<file path="src/portalBusPkg.sv">
`default_nettype none

package portalBusPkg;

  typedef logic [31:0] dataWord_t;

  // Bit 12 picks the portal, bits 11:5 the page, bits 4:0 the byte offset
  typedef logic [12:0] busAddr_t;
  typedef logic [4:0]  portalOffset_t;
  typedef logic [3:0]  burstLen_t;   // Beats minus one
  typedef logic [5:0]  txnId_t;

  typedef struct packed {
    busAddr_t  addr;
    burstLen_t len;
    txnId_t    id;
  } burstReq_t;

  typedef struct packed {
    logic          indication;   // 1 for the indication portal
    logic          control;      // Page zero
    portalOffset_t offset;
    txnId_t        id;
    logic          last;
    logic          write;
    dataWord_t     data;
  } beat_t;

  typedef struct packed {
    dataWord_t data;
    txnId_t    id;
    logic      last;
  } readResp_t;

  localparam int BEAT_BYTES  = 4;
  localparam int QUEUE_DEPTH = 2;

endpackage

`default_nettype wire

</file>
<file path="src/portalRegPkg.sv">
`default_nettype none

package portalRegPkg;

  // Control page
  localparam logic [4:0] REG_INTR_STATUS  = 5'h00;
  localparam logic [4:0] REG_INTR_ENABLE  = 5'h04;
  localparam logic [4:0] REG_NUM_TILES    = 5'h08;
  localparam logic [4:0] REG_QUEUE_STATUS = 5'h0C;
  localparam logic [4:0] REG_PORTAL_ID    = 5'h10;
  localparam logic [4:0] REG_NUM_PORTALS  = 5'h14;

  // Data pages
  localparam logic [4:0] DATA_WORD  = 5'h00;
  localparam logic [4:0] DATA_SPACE = 5'h04;

  localparam logic [31:0] NUM_TILES            = 32'd1;
  localparam logic [31:0] NUM_PORTALS          = 32'd2;
  localparam logic [31:0] REQUEST_PORTAL_ID    = 32'd5;
  localparam logic [31:0] INDICATION_PORTAL_ID = 32'd6;
  localparam logic [31:0] UNMAPPED_VALUE       = 32'h005A05A0;

endpackage

`default_nettype wire

</file>
<file path="src/burstSplitter.sv">
`timescale 1ns/1ps
`default_nettype none

module burstSplitter (
  input  logic                    CLK,
  input  logic                    nRST,
  input  portalBusPkg::burstReq_t req,
  input  logic                    reqValid,
  output logic                    reqReady,
  output portalBusPkg::beat_t     beat,
  output logic                    beatValid,
  input  logic                    beatReady,
  input  portalBusPkg::dataWord_t data,
  input  logic                    dataValid,
  output logic                    dataReady,
  input  logic                    isWrite
);
  import portalBusPkg::*;

  logic          first;          // Next beat opens a burst
  portalOffset_t offset;
  burstLen_t     remaining;
  portalOffset_t curOffset;
  burstLen_t     curRemaining;
  logic          fire;

  assign curOffset    = first ? req.addr[4:0] : offset;
  assign curRemaining = first ? req.len : remaining;

  always_comb begin
    beat.indication = req.addr[12];
    beat.control    = req.addr[11:5] == 7'd0;
    beat.offset     = curOffset;
    beat.id         = req.id;
    beat.last       = curRemaining == '0;
    beat.write      = isWrite;
    beat.data       = data;
  end

  // One data word per beat, the read side ties dataValid high
  assign beatValid = reqValid && dataValid;
  assign dataReady = reqValid && beatReady;
  assign fire      = beatValid && beatReady;
  assign reqReady  = fire && beat.last;   // Pop the burst after its final beat

  always_ff @(posedge CLK) begin
    if (!nRST) begin
      first     <= 1'b1;
      offset    <= '0;
      remaining <= '0;
    end else if (fire) begin
      first     <= beat.last;
      offset    <= curOffset + portalOffset_t'(BEAT_BYTES);   // Wraps in 32 bytes
      remaining <= curRemaining - 1'b1;
    end
  end

  // Mid-burst the request stays queued and the count never wraps past its length
  assert property (@(posedge CLK) disable iff (!nRST)
    !first |-> reqValid && remaining < req.len);

endmodule

`default_nettype wire

</file>
<file path="src/readChannel.sv">
`timescale 1ns/1ps
`default_nettype none

module readChannel (
  input  logic                    CLK,
  input  logic                    nRST,
  input  portalBusPkg::burstReq_t arReq,
  input  logic                    arValid,
  output logic                    arReady,
  output portalBusPkg::readResp_t r,
  output logic                    rValid,
  input  logic                    rReady,
  output portalBusPkg::beat_t     beat,
  output logic                    beatValid,
  input  logic                    beatReady,
  input  portalBusPkg::dataWord_t regData
);
  import portalBusPkg::*;

  burstReq_t  arMem [QUEUE_DEPTH];
  readResp_t  rMem [QUEUE_DEPTH];
  logic       arWrPtr, arRdPtr, rWrPtr, rRdPtr;
  logic [1:0] arCount, rCount;
  logic       arPush, arPop, rPush, rPop;
  logic       splitValid;
  logic       space;     // Read-data queue can take a beat

  assign arReady   = arCount != 2'(QUEUE_DEPTH);
  assign arPush    = arValid && arReady;
  assign space     = rCount != 2'(QUEUE_DEPTH);
  assign beatValid = splitValid && space;
  assign rPush     = beatValid && beatReady;
  assign rValid    = rCount != '0;
  assign rPop      = rValid && rReady;
  assign r         = rMem[rRdPtr];

  burstSplitter splitter (
    .CLK, .nRST,
    .req(arMem[arRdPtr]), .reqValid(arCount != '0), .reqReady(arPop),
    .beat, .beatValid(splitValid), .beatReady(beatReady && space),
    .data('0), .dataValid(1'b1), .dataReady(), .isWrite(1'b0)
  );

  always_ff @(posedge CLK) begin
    if (arPush)
      arMem[arWrPtr] <= arReq;
    if (rPush)
      rMem[rWrPtr] <= '{data: regData, id: beat.id, last: beat.last};
  end

  always_ff @(posedge CLK) begin
    if (!nRST) begin
      arWrPtr <= 1'b0;
      arRdPtr <= 1'b0;
      rWrPtr  <= 1'b0;
      rRdPtr  <= 1'b0;
      arCount <= '0;
      rCount  <= '0;
    end else begin
      if (arPush)
        arWrPtr <= !arWrPtr;
      if (arPop)
        arRdPtr <= !arRdPtr;
      if (rPush)
        rWrPtr <= !rWrPtr;
      if (rPop)
        rRdPtr <= !rRdPtr;
      arCount <= arCount + 2'(arPush) - 2'(arPop);
      rCount  <= rCount + 2'(rPush) - 2'(rPop);
    end
  end

endmodule

`default_nettype wire

</file>
<file path="src/writeChannel.sv">
`timescale 1ns/1ps
`default_nettype none

module writeChannel (
  input  logic                    CLK,
  input  logic                    nRST,
  input  portalBusPkg::burstReq_t awReq,
  input  logic                    awValid,
  output logic                    awReady,
  input  portalBusPkg::dataWord_t wData,
  input  logic                    wLast,
  input  logic                    wValid,
  output logic                    wReady,
  output portalBusPkg::txnId_t    bId,
  output logic                    bValid,
  input  logic                    bReady,
  output portalBusPkg::beat_t     beat,
  output logic                    beatValid,
  input  logic                    beatReady
);
  import portalBusPkg::*;

  burstReq_t  awMem [QUEUE_DEPTH];
  dataWord_t  wMem [QUEUE_DEPTH];
  logic       awWrPtr, awRdPtr, wWrPtr, wRdPtr;
  logic [1:0] awCount, wCount;
  logic       awPush, awPop, wPush, wPop;
  logic       lastSeen;     // Burst data complete, wait for the next address
  logic       splitValid;
  logic       stallLast;
  logic       respPush;
  logic       respValid;
  txnId_t     respId;

  assign awReady = awCount != 2'(QUEUE_DEPTH);
  assign awPush  = awValid && awReady;
  assign wReady  = !lastSeen && wCount != 2'(QUEUE_DEPTH);
  assign wPush   = wValid && wReady;

  // Final beat waits until the response slot is free
  assign stallLast = beat.last && respValid;
  assign beatValid = splitValid && !stallLast;
  assign respPush  = beatValid && beatReady && beat.last;
  assign bValid    = respValid;
  assign bId       = respId;

  burstSplitter splitter (
    .CLK, .nRST,
    .req(awMem[awRdPtr]), .reqValid(awCount != '0), .reqReady(awPop),
    .beat, .beatValid(splitValid), .beatReady(beatReady && !stallLast),
    .data(wMem[wRdPtr]), .dataValid(wCount != '0), .dataReady(wPop), .isWrite(1'b1)
  );

  always_ff @(posedge CLK) begin
    if (awPush)
      awMem[awWrPtr] <= awReq;
    if (wPush)
      wMem[wWrPtr] <= wData;
    if (respPush)
      respId <= beat.id;
  end

  always_ff @(posedge CLK) begin
    if (!nRST) begin
      awWrPtr   <= 1'b0;
      awRdPtr   <= 1'b0;
      wWrPtr    <= 1'b0;
      wRdPtr    <= 1'b0;
      awCount   <= '0;
      wCount    <= '0;
      lastSeen  <= 1'b0;
      respValid <= 1'b0;
    end else begin
      if (awPush)
        awWrPtr <= !awWrPtr;
      if (awPop)
        awRdPtr <= !awRdPtr;
      if (wPush)
        wWrPtr <= !wWrPtr;
      if (wPop)
        wRdPtr <= !wRdPtr;
      awCount <= awCount + 2'(awPush) - 2'(awPop);
      wCount  <= wCount + 2'(wPush) - 2'(wPop);
      if (awPush || (wPush && wLast))
        lastSeen <= !awPush;   // A new address wins
      if (respPush)
        respValid <= 1'b1;
      else if (bValid && bReady)
        respValid <= 1'b0;
    end
  end

  assert property (@(posedge CLK) disable iff (!nRST) respPush |-> !respValid);

endmodule

`default_nettype wire

</file>
<file path="src/beatArbiter.sv">
`timescale 1ns/1ps
`default_nettype none

module beatArbiter (
  input  logic                CLK,
  input  logic                nRST,
  input  portalBusPkg::beat_t rdBeat,
  input  logic                rdValid,
  output logic                rdReady,
  input  portalBusPkg::beat_t wrBeat,
  input  logic                wrValid,
  output logic                wrReady,
  output portalBusPkg::beat_t port,
  output logic                portValid,
  input  logic                portReady
);
  import portalBusPkg::*;

  logic  writeFirst;   // Flips after every transfer
  logic  rdGrant;
  logic  wrGrant;
  beat_t granted;

  assign rdGrant = rdValid && (!wrValid || !writeFirst);
  assign wrGrant = wrValid && (!rdValid || writeFirst);

  assign granted   = wrGrant ? wrBeat : rdBeat;
  assign port      = granted;
  assign portValid = rdValid || wrValid;
  assign rdReady   = rdGrant && portReady;
  assign wrReady   = wrGrant && portReady;

  always_ff @(posedge CLK) begin
    if (!nRST)
      writeFirst <= 1'b0;
    else if (portValid && portReady)
      writeFirst <= !writeFirst;
  end

  assert property (@(posedge CLK) disable iff (!nRST) !(rdReady && wrReady));

endmodule

`default_nettype wire

</file>
<file path="src/portalRegisters.sv">
`timescale 1ns/1ps
`default_nettype none

module portalRegisters (
  input  logic                    CLK,
  input  logic                    nRST,
  input  portalBusPkg::beat_t     port,
  input  logic                    portValid,
  output logic                    portReady,
  output portalBusPkg::dataWord_t portRead,
  output portalBusPkg::dataWord_t requestWord,
  output logic                    requestValid,
  input  logic                    requestReady,
  input  portalBusPkg::dataWord_t indicationWord,
  input  logic                    indicationValid,
  output logic                    indicationReady,
  output logic                    interrupt
);
  import portalBusPkg::*;
  import portalRegPkg::*;

  logic      intrEnable;
  logic      pending;       // Only visible through the indication portal
  logic      dataWordHit;
  dataWord_t ctrlRead;
  dataWord_t dataRead;

  assign pending     = port.indication && indicationValid;
  assign dataWordHit = !port.control && port.offset == DATA_WORD;

  always_comb begin
    case (port.offset)
      REG_INTR_STATUS,
      REG_QUEUE_STATUS: ctrlRead = {31'd0, pending};
      REG_INTR_ENABLE:  ctrlRead = {31'd0, intrEnable};
      REG_NUM_TILES:    ctrlRead = NUM_TILES;
      REG_PORTAL_ID:    ctrlRead = port.indication ? INDICATION_PORTAL_ID : REQUEST_PORTAL_ID;
      REG_NUM_PORTALS:  ctrlRead = NUM_PORTALS;
      default:          ctrlRead = UNMAPPED_VALUE;
    endcase
  end

  always_comb begin
    case (port.offset)
      DATA_WORD:  dataRead = pending ? indicationWord : '0;   // Empty reads as 0
      DATA_SPACE: dataRead = {31'd0, requestReady};
      default:    dataRead = '0;
    endcase
  end

  assign portRead = port.control ? ctrlRead : dataRead;

  // Request writes hold the port until the user logic takes the word
  assign requestValid = portValid && port.write && !port.indication && dataWordHit;
  assign requestWord  = port.data;
  assign portReady    = requestValid ? requestReady : 1'b1;

  assign indicationReady = portValid && !port.write && pending && dataWordHit;
  assign interrupt       = indicationValid && intrEnable;

  always_ff @(posedge CLK) begin
    if (!nRST)
      intrEnable <= 1'b0;
    else if (portValid && port.write && port.control && port.offset == REG_INTR_ENABLE)
      intrEnable <= port.data[0];
  end

endmodule

`default_nettype wire

</file>
<file path="src/portalTop.sv">
`timescale 1ns/1ps
`default_nettype none

module portalTop (
  input  logic                    CLK,
  input  logic                    nRST,
  input  portalBusPkg::burstReq_t arReq,
  input  logic                    arValid,
  output logic                    arReady,
  output portalBusPkg::readResp_t r,
  output logic                    rValid,
  input  logic                    rReady,
  input  portalBusPkg::burstReq_t awReq,
  input  logic                    awValid,
  output logic                    awReady,
  input  portalBusPkg::dataWord_t wData,
  input  logic                    wLast,
  input  logic                    wValid,
  output logic                    wReady,
  output portalBusPkg::txnId_t    bId,
  output logic                    bValid,
  input  logic                    bReady,
  output portalBusPkg::dataWord_t requestWord,
  output logic                    requestValid,
  input  logic                    requestReady,
  input  portalBusPkg::dataWord_t indicationWord,
  input  logic                    indicationValid,
  output logic                    indicationReady,
  output logic                    interrupt
);
  import portalBusPkg::*;

  beat_t     rdBeat, wrBeat, port;
  logic      rdValid, rdReady, wrValid, wrReady;
  logic      portValid, portReady;
  dataWord_t portRead;

  readChannel readCh (
    .CLK, .nRST,
    .arReq, .arValid, .arReady,
    .r, .rValid, .rReady,
    .beat(rdBeat), .beatValid(rdValid), .beatReady(rdReady),
    .regData(portRead)
  );

  writeChannel writeCh (
    .CLK, .nRST,
    .awReq, .awValid, .awReady,
    .wData, .wLast, .wValid, .wReady,
    .bId, .bValid, .bReady,
    .beat(wrBeat), .beatValid(wrValid), .beatReady(wrReady)
  );

  beatArbiter arbiter (
    .CLK, .nRST,
    .rdBeat, .rdValid, .rdReady,
    .wrBeat, .wrValid, .wrReady,
    .port, .portValid, .portReady
  );

  portalRegisters regs (
    .CLK, .nRST,
    .port, .portValid, .portReady, .portRead,
    .requestWord, .requestValid, .requestReady,
    .indicationWord, .indicationValid, .indicationReady,
    .interrupt
  );

endmodule

`default_nettype wire

</file>
<file path="config.mk">
export PLATFORM = sky130hd
export DESIGN_NAME = portalTop
export DESIGN_NICKNAME = d
export VERILOG_FILES = /design/src/portalBusPkg.sv /design/src/portalRegPkg.sv /design/src/burstSplitter.sv /design/src/readChannel.sv /design/src/writeChannel.sv /design/src/beatArbiter.sv /design/src/portalRegisters.sv /design/src/portalTop.sv
export SDC_FILE = /design/constraint.sdc
export NUM_CORES = 1
export LEC_CHECK = 0
export BUFFER_PORTS_ARGS = -buffer_cell sky130_fd_sc_hd__clkbuf_2
export CAP_MARGIN = 40
export CORE_ASPECT_RATIO = 1.4
export CORE_MARGIN = 3
export CORE_UTILIZATION = 40
export DETAILED_ROUTE_END_ITERATION = 12
export HOLD_SLACK_MARGIN = 0.12
export PLACE_DENSITY = 0.61
export SETUP_SLACK_MARGIN = 0.1
export SYNTH_ARGS = -nofsm -noshare
export SYNTH_HDL_FRONTEND = slang
export SYNTH_SLANG_ARGS = --single-unit
</file>
<file path="constraint.sdc">
create_clock -name CLK -period 4.3 [get_ports CLK]
set_clock_uncertainty 0.15 [all_clocks]
set_input_delay 0.43 -clock CLK [delete_from_list [all_inputs] [get_ports CLK]]
set_output_delay 0.43 -clock CLK [all_outputs]
set_load 0.05 [all_outputs]
</file>
# Word level (Yosys, flattened, before mapping)
# Memories as Yosys holds them, arrays and structs flattened. A register that Yosys moved wholly into a read port is not among the register bits.
# Index checks and enable logic that the tools add are counted.
[totals] rom_bits=0 reg_bits=46 input_bits=120 ramBits=234 mem_count=4 latch_bits=0
[mem_list] name="readCh.rMem" words=2 word_bits=39 rd=1 rd_ports_with_merged_regs=1 wr=1 line_no="readChannel.sv:21" source="readResp_t rMem [QUEUE_DEPTH];"
[mem_list] name="writeCh.wMem" words=2 word_bits=32 rd=1 rd_ports_with_merged_regs=1 wr=1 line_no="writeChannel.sv:24" source="dataWord_t wMem [QUEUE_DEPTH];"
[mem_list] name="readCh.arMem" words=2 word_bits=23 rd=1 rd_ports_with_merged_regs=1 wr=1 line_no="readChannel.sv:20" source="burstReq_t arMem [QUEUE_DEPTH];"
[mem_list] name="writeCh.awMem" words=2 word_bits=23 rd=1 rd_ports_with_merged_regs=1 wr=1 line_no="writeChannel.sv:23" source="burstReq_t awMem [QUEUE_DEPTH];"
[op_classes] n_mux=29 div_mod_pow=0 mul=0 n_lt_le_gt_ge=0 n_addsub=12 eq_ne=9 reduce_logical=69 n_bitwise=0 shift=0
[ops] cell="$pmux W32 S5" n=1
[ops] cell="$mux W32" n=2
[ops] cell="$pmux W32 S2" n=1
[ops] cell="$mux W47" n=1
[ops] cell="$logic_and A1 B1 Y1" n=37
[ops] cell="$mux W1" n=19
[ops] cell="$logic_not A1 Y1" n=17
[ops] cell="$logic_not A7 Y1" n=2
[ops] cell="$add A5 B3 Y5 const B" n=2
[ops] cell="$eq A5 B4 Y1 const B" n=2
[ops] cell="$eq A5 B5 Y1 const B" n=2
[ops] cell="$mux W5" n=2
[ops] cell="$reduce_bool A2 Y1" n=5
[ops] cell="$add A2 B1 Y2" n=4
[ops] cell="$logic_not A4 Y1" n=2
[ops] cell="$mux W4" n=2
[ops] cell="$ne A2 B2 Y1 const B" n=4
[ops] cell="$sub A2 B1 Y2" n=4
[ops] cell="$sub A4 B1 Y4 const B" n=2
[ops] cell="$eq A5 B3 Y1 const B" n=1
[ops] cell="$logic_not A5 Y1" n=1
[ops] cell="$logic_or A1 B1 Y1" n=4
[ops] cell="$mux W2" n=1
[ops] cell="$reduce_or A2 Y1" n=1

# Depth between registers and ports, before layout
# Gate-level depths: netlist of run 1.
[depth] ltp_word=17 depth_mapped=19 depth_no_buf=16

# Cells and area by module
# A second synthesis of run 1 with hierarchy kept.
[hier_totals] hier_cells=876 hier_area_um2=13052.5
[by_module_without_submodules] mod="readChannel" instances=1 cells_per_inst=252 seq_area_each_um2=3923.8 area_each_um2=4988.5
[by_module_without_submodules] mod="writeChannel" instances=1 cells_per_inst=242 seq_area_each_um2=3723.6 area_each_um2=4742.0
[by_module_without_submodules] mod="burstSplitter" instances=2 cells_per_inst=111 seq_area_each_um2=200.2 area_each_um2=937.1
[by_module_without_submodules] mod="beatArbiter" instances=1 cells_per_inst=62 seq_area_each_um2=20.0 area_each_um2=730.7
[by_module_without_submodules] mod="portalRegisters" instances=1 cells_per_inst=98 seq_area_each_um2=20.0 area_each_um2=716.9

# Least setup slack after synthesis of run 1
# OpenSTA, ideal clock, no wires.
[synth_timing] path_kind="register to register" startpoint="register writeCh.splitter.first" endpoint="memory readCh.rMem[0][0] in the netlist's numbering, enable pin" required_ns=3.715 stages_incl_launch_ff=11 setup_slack_ns=-0.159 t_arrival_ns=3.874 path_buffers=2 period_less_slack_ns=4.459 setup_time_ns=0.435 path_cell_list="dfxtp_1 buf_2 clkinv_1 a21oi_1 ha_1 nor4b_1 a41oi_2 o21ai_1 buf_2 nand2_1 nor2_1"
[synth_via] elab_chain_cells=15 elab_cells_between_ends=24 classes_between="6 x mux; 18 x reduce/logical"
[synth_lines] item="start: declaration" line_no="burstSplitter.sv:20" source="logic first;"
[synth_lines] item="start signal: assignment" line_no="burstSplitter.sv:52" source="first <= beat.last;"
[synth_lines] item="$mux W4" line_no="burstSplitter.sv:28" source="assign curRemaining = first ? req.len : remaining;"
[synth_lines] item="$logic_not A4 Y1" line_no="burstSplitter.sv:35" source="beat.last = curRemaining == '0;"
[synth_lines] item="$logic_and A1 B1 Y1" line_no="writeChannel.sv:41" source="assign stallLast = beat.last && respValid;"
[synth_lines] item="$logic_not A1 Y1" line_no="writeChannel.sv:42" source="assign beatValid = splitValid && !stallLast;"
[synth_lines] item="$logic_and A1 B1 Y1" line_no="writeChannel.sv:42"
[synth_lines] item="$logic_and A1 B1 Y1" line_no="beatArbiter.sv:25" source="assign wrGrant = wrValid && (!rdValid || writeFirst);"
[synth_lines] item="$mux W47" line_no="beatArbiter.sv:27" source="assign granted = wrGrant ? wrBeat : rdBeat;"
[synth_lines] item="$logic_not A5 Y1 (tied with other cells)" line_no="portalRegisters.sv:29" source="assign dataWordHit = !port.control && port.offset == DATA_WORD;"
[synth_lines] item="$logic_and A1 B1 Y1 (on tied branches)" line_no="portalRegisters.sv:29, portalRegisters.sv:54"
[synth_lines] item="$logic_and A1 B1 Y1" line_no="portalRegisters.sv:54" source="assign requestValid = portValid && port.write && !port.indication && dataWordHit;"
[synth_lines] item="$mux W1" line_no="portalRegisters.sv:56" source="assign portReady = requestValid ? requestReady : 1'b1;"
[synth_lines] item="$logic_and A1 B1 Y1 *" line_no="beatArbiter.sv:30" source="assign rdReady = rdGrant && portReady;"
[synth_lines] item="$logic_and A1 B1 Y1 *" line_no="readChannel.sv:32" source="assign rPush = beatValid && beatReady;"
[synth_lines] item="$mux W1 *" line_no="readChannel.sv:47" source="if (rPush)"
[synth_lines] item="$mux W1 (not written as such) *" line_no="readChannel.sv:48" source="rMem[rWrPtr] <= '{data: regData, id: beat.id, last: beat.last};"
[synth_lines] item="end: declaration" line_no="readChannel.sv:21"
# Every way passes the cells marked *; elsewhere a longest branch is shown, timed or not.

==> reports/metrics.csv, run 1 <==
metric,value,unit
outcome,completed,
grt_pass1_wl,37.8,mm
firstDrtPassIters,4,
pwr-share-clk,28.1,%
vias_per_cell,4.75,
synth_area,11200,um^2
dp_cells,1320,
hold_violations,0,
slew_headroom,54.4,%
ys.warnings.count,0,
post_cts_buffers,0,
worst_ep_required_time,3720,ps
drc,0,
die_y,204,um
path_class,register to output pin,
grt_pass1_vias,7398,
dpl.hpwl,15.6,mm
stdcell_count,1487,
avgSynthCellArea,14.9,um^2
post-route-period-util,94.9,%
grt_remaining_overflow,0,
swShare,34.6,%
netlist_instances,756,
fmax,245,MHz
drt_iter0_drc,269,
async_flop_share,0,%
initial_core_util,40.7,%
p_sw,0.00334,W
crit_fanout,32,
synth.cells.most_frequent,"edfxtp_1 (240), nor2_1 (85), mux2_2 (56)",
ys.flop_type,edfxtp_1,
yosys.area.top_type,edfxtp_1,
critPathLaunchType,register,
core-area,27700,um^2
rows,72,
seq_area_frac_synth,71.9,%
path_clk_slew,70,ps
wire_per_inst,16.1,um
h-tree-depth,1,
synth_fp_nets,889,
syn2layout_area_growth,34.2,%
port_buffers,204,
io_pins,205,
synth_top_area_share,64.1,%
final_max_slew_viol_count,0,
p_seq_share,39.8,%
setup_violations,0,
dieWidth,148,um
tightestPinTransition,683,ps
cts_sinks,284,
p_int,0.00633,W
endpoint_kind,output pin,
final_antenna_net_count,0,
hold_path.class,input port to register,
wl,23.9,mm
synth_area_leaders,"edfxtp_1 (64%), dfxtp_1 (7.8%), mux2_2 (5.6%)",
rsz0062_at_grt,yes,
die_area,30200,um^2
clk_latency,540,ps
cts_buffers,28,
clock_path_buffers,3,
ir_drop,0.373,mV
cts_root_buffer,clkbuf_16,
synth_edf_count,240,
grt_use_total,15.6,%
dr_total_vias,7063,
yosysMostFrequentCell,edfxtp_1,
fin_nets,1227,
finalWorstPathRequiredPeriod,4080,ps
power_density,641,nW/um^2
synth_seq_cells,284,
cap_viol_max_count,0,
synth_cell_types,56,
gp_congestion,0.769,
cts_tree,built,
crit_arrival,3500,ps
grt_max_degree,40,
tns,0,ps
drive_above_1_share,30.9,%
power.share.combinational,32.1,%
antenna_found_initial,2,
power_leakage,5.84,nW
==> logic make-up (layout without fill, tap and decap cells) <==
kind of cell	after synthesis	after routing	share of synthesized area, %
DFF	284	284	71.9
and+or+nand+nor	214	214	8.81
muxes	107	107	10.3
AOI/OAI and AO/OA	66	66	3.99
buffers and inverters	51	410	1.92
xor gates and xnor gates	21	21	1.64
adders and majority gates	13	13	1.45
other	0	2	0
==> power groups by stage <==
stage / Sequential [W] / Clock [W] / Combinational (W)
floorplan: 0.00382 / 0 / 0.00232
global placement: 0.00393 / 0 / 0.00293
detailed placement: 0.00391 / 0 / 0.00305
CTS: 0.00385 / 0.00278 / 0.00314
global route: 0.00390 / 0.00290 / 0.00335
finish: 0.00385 / 0.00272 / 0.00311
==> critical path: stages (launching register included) <==
cell	delay (ps)
dfxtp_2	420
mux2i_1	230
nor2_1	70
a21oi_1	270
ha_1	250
nor4b_2	250
a41oi_2	140
o21a_1	330
and3_1	210
a32o_1	240
buf_6	190
and2_1	220
buf_12	160
==> layout by cell type, fill, tap and decap left out, types with 10 or more instances in the layout <==
master	Yosys	layout
a211oi_1	10	10
a21oi_1	23	23
and2_1	32	32
buf_4	1	14
clkbuf_16	0	28
clkbuf_2	2	203
dfxtp_1	44	41
dlygate4sd3_1	0	114
edfxtp_1	240	240
ha_1	13	13
inv_1	18	18
mux2_2	56	56
mux2i_1	48	48
nand2_1	50	50
nor2_1	85	82
xnor2_1	12	12
==> sequential cells by signal, summed over array words and instances, names as in the netlist, 2 cells and up, named ones only <==
name,cells
writeCh.wCount,2
writeCh.awMem,46
writeCh.splitter.remaining,4
writeCh.bId,6
writeCh.awCount,2
readCh.arMem,46
readCh.arCount,2
writeCh.splitter.offset,5
readCh.rMem,78
writeCh.wMem,64
readCh.splitter.offset,5
readCh.rCount,2
readCh.splitter.remaining,4
==> through the flow <==
stage | setup WS [ps] | area, um^2 | util [%] | power, W | hold WS [ps]
4_1_cts | 171 | 15100 | 54.5 | 0.00978 | 123
3_5_place_dp | 427 | 12900 | 46.6 | 0.00696 | 297
6_report | 219 | 15100 | 54.6 | 0.00967 | 139
5_1_grt | 11.8 | 15100 | 54.6 | 0.0102 | 177
2_1_floorplan | 113 | 11300 | - | 0.00613 | 286
3_3_place_gp | 546 | 12800 | 46.1 | 0.00686 | 295
==> timing repair <==
item                       4_1_cts  5_1_grt
hold endpoints to repair       224        0
setup endpoints to repair        1        2
resized for setup                2        2
hold buffers                   114        0
==> cell type report <==
cell class	instances	area, um^2
fill	2324	12600
sequential	284	8090
multi-input combinational	421	2990
timing repair buffer	338	2420
clock buffer	33	739
tap	370	463
clock inverter	18	302
inverter	21	78.8
antenna	2	5.00
==> routing by layer <==
layer  vias to the layer above  part of all wire (%)  track usage (%)
met5                         -                     0                0
met4                         0                   2.3             4.46
met3                        42                   5.8             2.75
met2                       192                    53             28.9
met1                      3374                    39             18.4
li1                       3455                     -                -
==> final timing paths <==
path	start	to	slack (ps)	cells past startpoint
worst max-delay path	register	indicationReady	220	12
worst min register to register	readCh.splitter.offset[1]$_SDFFE_PN0P_	readCh.splitter.offset[1]$_SDFFE_PN0P_	300	2
worst min-delay path	awValid	writeCh.awWrPtr$_SDFFE_PN0P_	140	4
worst max register to register	register	readCh.arCount[1]$_SDFF_PN0_	590	16
No activity file was read; power rests on OpenSTA's default activity.
==> run 2, diff against run 1 <==
- clock period: 4.3 -> 3.4 ns (I/O delays scaled with it)
==> run 2 against run 1 <==
  * Sequential cell count unchanged
  * Critical path type unchanged
  * Critical endpoint unchanged
  * Core utilization up 1.8 points
  * Largest power group unchanged
  * Worst hold slack gained 67 ps
  * Via count up 1.6%
  * Largest cell class unchanged
  * Highest routed layer unchanged
  * Critical path depth fell by 1
  * Setup slack got worse by 93 ps
  * Cell count increased by 1.7%
==> reports/metrics.csv, run 2 (same netlist as run 1, synthesis figures left out) <==
metric,value,unit,change
post-route-period-util,96.3,%,
p_int,0.00802,W,was 0.00633 W
fill_cells,2243,,"was 2,324"
layout_commonest_cell,edfxtp_1,,unchanged
crit_fanout,4,,was 32
syn2layout_area_growth,38.7,%,was 34.2%
cts_tree,built,,unchanged
final_cell_mix,"edfxtp_1 (240), clkbuf_2 (170), dlygate4sd3_1 (118), nor2_1 (64), mux2_2 (56)",,"was edfxtp_1 (240), clkbuf_2 (203), dlygate4sd3_1 (114), nor2_1 (82), mux2_2 (56)"
dr_total_vias,7175,,"was 7,063"
ir_drop,0.471,mV,was 0.373 mV
gp_congestion,0.806,,was 0.769
r2r_end,readCh.rMem[1][7]$_DFFE_PP_,,was readCh.arCount[1]$_SDFF_PN0_
worst-path-buf-inv,1,,was 2
pwr-share-clk,25.6,%,was 28.1%
io_pins,205,,unchanged
wl,24.5,mm,was 23.9 mm
endpoint_kind,output pin,,unchanged
cpPeakStageDelay,350,ps,was 420 ps
dpl.hpwl,15.1,mm,was 15.6 mm
tightestPinTransition,683,ps,about the same
cp_cell_sequence,"mux2i_1, nor2_1, a21oi_2, ha_2, nor4b_4, a41oi_4, o21a_1, and3_4, a32o_2, and2_4, buf_12",,"was mux2i_1, nor2_1, a21oi_1, ha_1, nor4b_2, a41oi_2, o21a_1, and3_1, a32o_1, buf_6, and2_1, buf_12"
fin_ws,126,ps,was 219 ps
swShare,35.2,%,was 34.6%
multi_input_area,3170,um^2,was 2990 um^2
finalWorstPathRequiredPeriod,3270,ps,
cap_viol_max_count,0,,unchanged
final_core_util,56.4,%,was 54.6%
hold_path.class,input port to register,,unchanged
grt_remaining_overflow,0,,unchanged
hold_violations,0,,unchanged
worstHoldEndpoint,writeCh.wWrPtr$_SDFFE_PN0P_,,was writeCh.awWrPtr$_SDFFE_PN0P_
whs_path_depth,4,,unchanged
grt_pass1_vias,7340,,"was 7,398"
rsz0062_at_grt,yes,,unchanged
setup_violations,0,,unchanged
largest_reg_flops,78,,unchanged
grt_max_degree,40,,unchanged
dp_cells,1327,,"was 1,320"
fin_nets,1253,,"was 1,227"
critical_path.top_delay_family,compound AO/OA/AOI/OAI gates,,unchanged
core-area,27700,um^2,unchanged
power_density,793,nW/um^2,was 641 nW/um^2
stdcell_count,1512,,"was 1,487"
power.share.combinational,35.1,%,was 32.1%
port_buffers,204,,unchanged
cts_root_buffer,clkbuf_16,,unchanged
top_regs,"readCh.rMem (78), writeCh.wMem (64)",,unchanged
cp_slowest_cell,dfxtp_2,,unchanged
rows,72,,unchanged
tns,0,ps,unchanged
initial_core_util,40.7,%,unchanged
grt_pass1_wl,37.5,mm,was 37.8 mm
crit_arrival,2780,ps,was 3500 ps
reg2regPathDepth,13,,was 16
p_sw,0.00436,W,was 0.00334 W
path_class,register to output pin,,unchanged
h-tree-depth,1,,unchanged
pre_cts_ws,228,ps,was 427 ps
cts_sinks,284,,unchanged
die_y,204,um,unchanged
clock_path_buffers,3,,unchanged
grt_use_total,15.5,%,was 15.6%
path_clk_slew,70,ps,about the same
vias_per_cell,4.75,,about the same
final_max_slew_viol_count,0,,unchanged
die_area,30200,um^2,unchanged
clk_latency,540,ps,about the same
fmax,305,MHz,
critPathLaunchType,register,,unchanged
antenna_found_initial,1,,was 2
power_leakage,6.00,nW,was 5.84 nW
final_antenna_net_count,0,,unchanged
wire_per_inst,16.2,um,was 16.1 um
p_seq_share,39.3,%,was 39.8%
final-seq-area,8090,um^2,about the same
regMostFlops,readCh.rMem,,unchanged
slew_headroom,54.4,%,about the same
drc,0,,unchanged
cts_buffers,28,,unchanged
worst_ep_required_time,2910,ps,was 3720 ps
drive_above_1_share,34.8,%,was 30.9%
worst-r2r-setup-slack,220,ps,was 590 ps
outcome,completed,,unchanged
drt_iter0_drc,368,,was 269
fin_hold_ws,205,ps,was 139 ps
min_from,wValid,,was awValid
firstDrtPassIters,4,,unchanged
dieWidth,148,um,unchanged
[run 2: final cells by class]
| class | instances | area share (%) |
|---|---|---|
| repair buffers | 364 | 18.2 |
| well taps | 370 | 2.97 |
| diodes | 1 | 0.0160 |
| clock buffers | 36 | 4.88 |
| clock inverters | 15 | 1.20 |
| flip-flops and latches | 284 | 51.9 |
| inverters | 21 | 0.529 |
| multi-input cells | 421 | 20.3 |
[run 2: worst max path at each step]
stage | start | end | slack (ps) | cells past startpoint
2_1_floorplan | register | readCh.arCount[1]$_SDFF_PN0_ | 110 | 19
3_3_place_gp | register | readCh.rMem[0][7]$_DFFE_PP_ | 310 | 12
3_5_place_dp | register | readCh.rMem[1][7]$_DFFE_PP_ | 230 | 12
4_1_cts | register | indicationReady | 70 | 11
5_1_grt | register | indicationReady | -10 | 11
6_report | register | indicationReady | 130 | 11
[run 2: what timing repair did]
| item | CTS | global route |
|---|---|---|
| cloned | 1 | 2 |
| gates resized for setup | 44 | 111 |
| pin swaps | 6 | 15 |
| endpoints found under the setup margin | 34 | 30 |
| endpoints found under the hold margin | 234 | 0 |
| buffers inserted | 8 | 4 |
| hold buffers | 118 | 0 |
[run 2: worst min-delay path, delay by kind of cell]
kind | cells | cell delay, ps
buffers and inverters | 1 | 90
xor gates and xnor gates | 1 | 170
and+or+nand+nor | 2 | 250
[run 2: routing by layer]
| metal | part of all wire (%) | vias up | global-route usage (%) |
|---|---|---|---|
| li1 | - | 3508 | - |
| met1 | 39 | 3456 | 17.8 |
| met2 | 54 | 180 | 29.3 |
| met3 | 5.2 | 31 | 2.84 |
| met4 | 1.9 | 0 | 3.96 |
| met5 | 0 | - | 0 |
[run 2: stage by stage]
step	instance area [um^2]	power [W]
2_1_floorplan	11300	0.00780
3_3_place_gp	12900	0.00877
3_5_place_dp	12900	0.00880
4_1_cts	15300	0.0123
5_1_grt	15600	0.0130
6_report	15600	0.0124
[run 2: power groups by stage]
stage	clock (W)	sequential (W)	combinational (W)
floorplan	0	0.00483	0.00297
global route	0.00339	0.00493	0.00468
CTS	0.00326	0.00486	0.00416
global placement	0	0.00491	0.00386
detailed placement	0	0.00493	0.00388
finish	0.00317	0.00486	0.00435
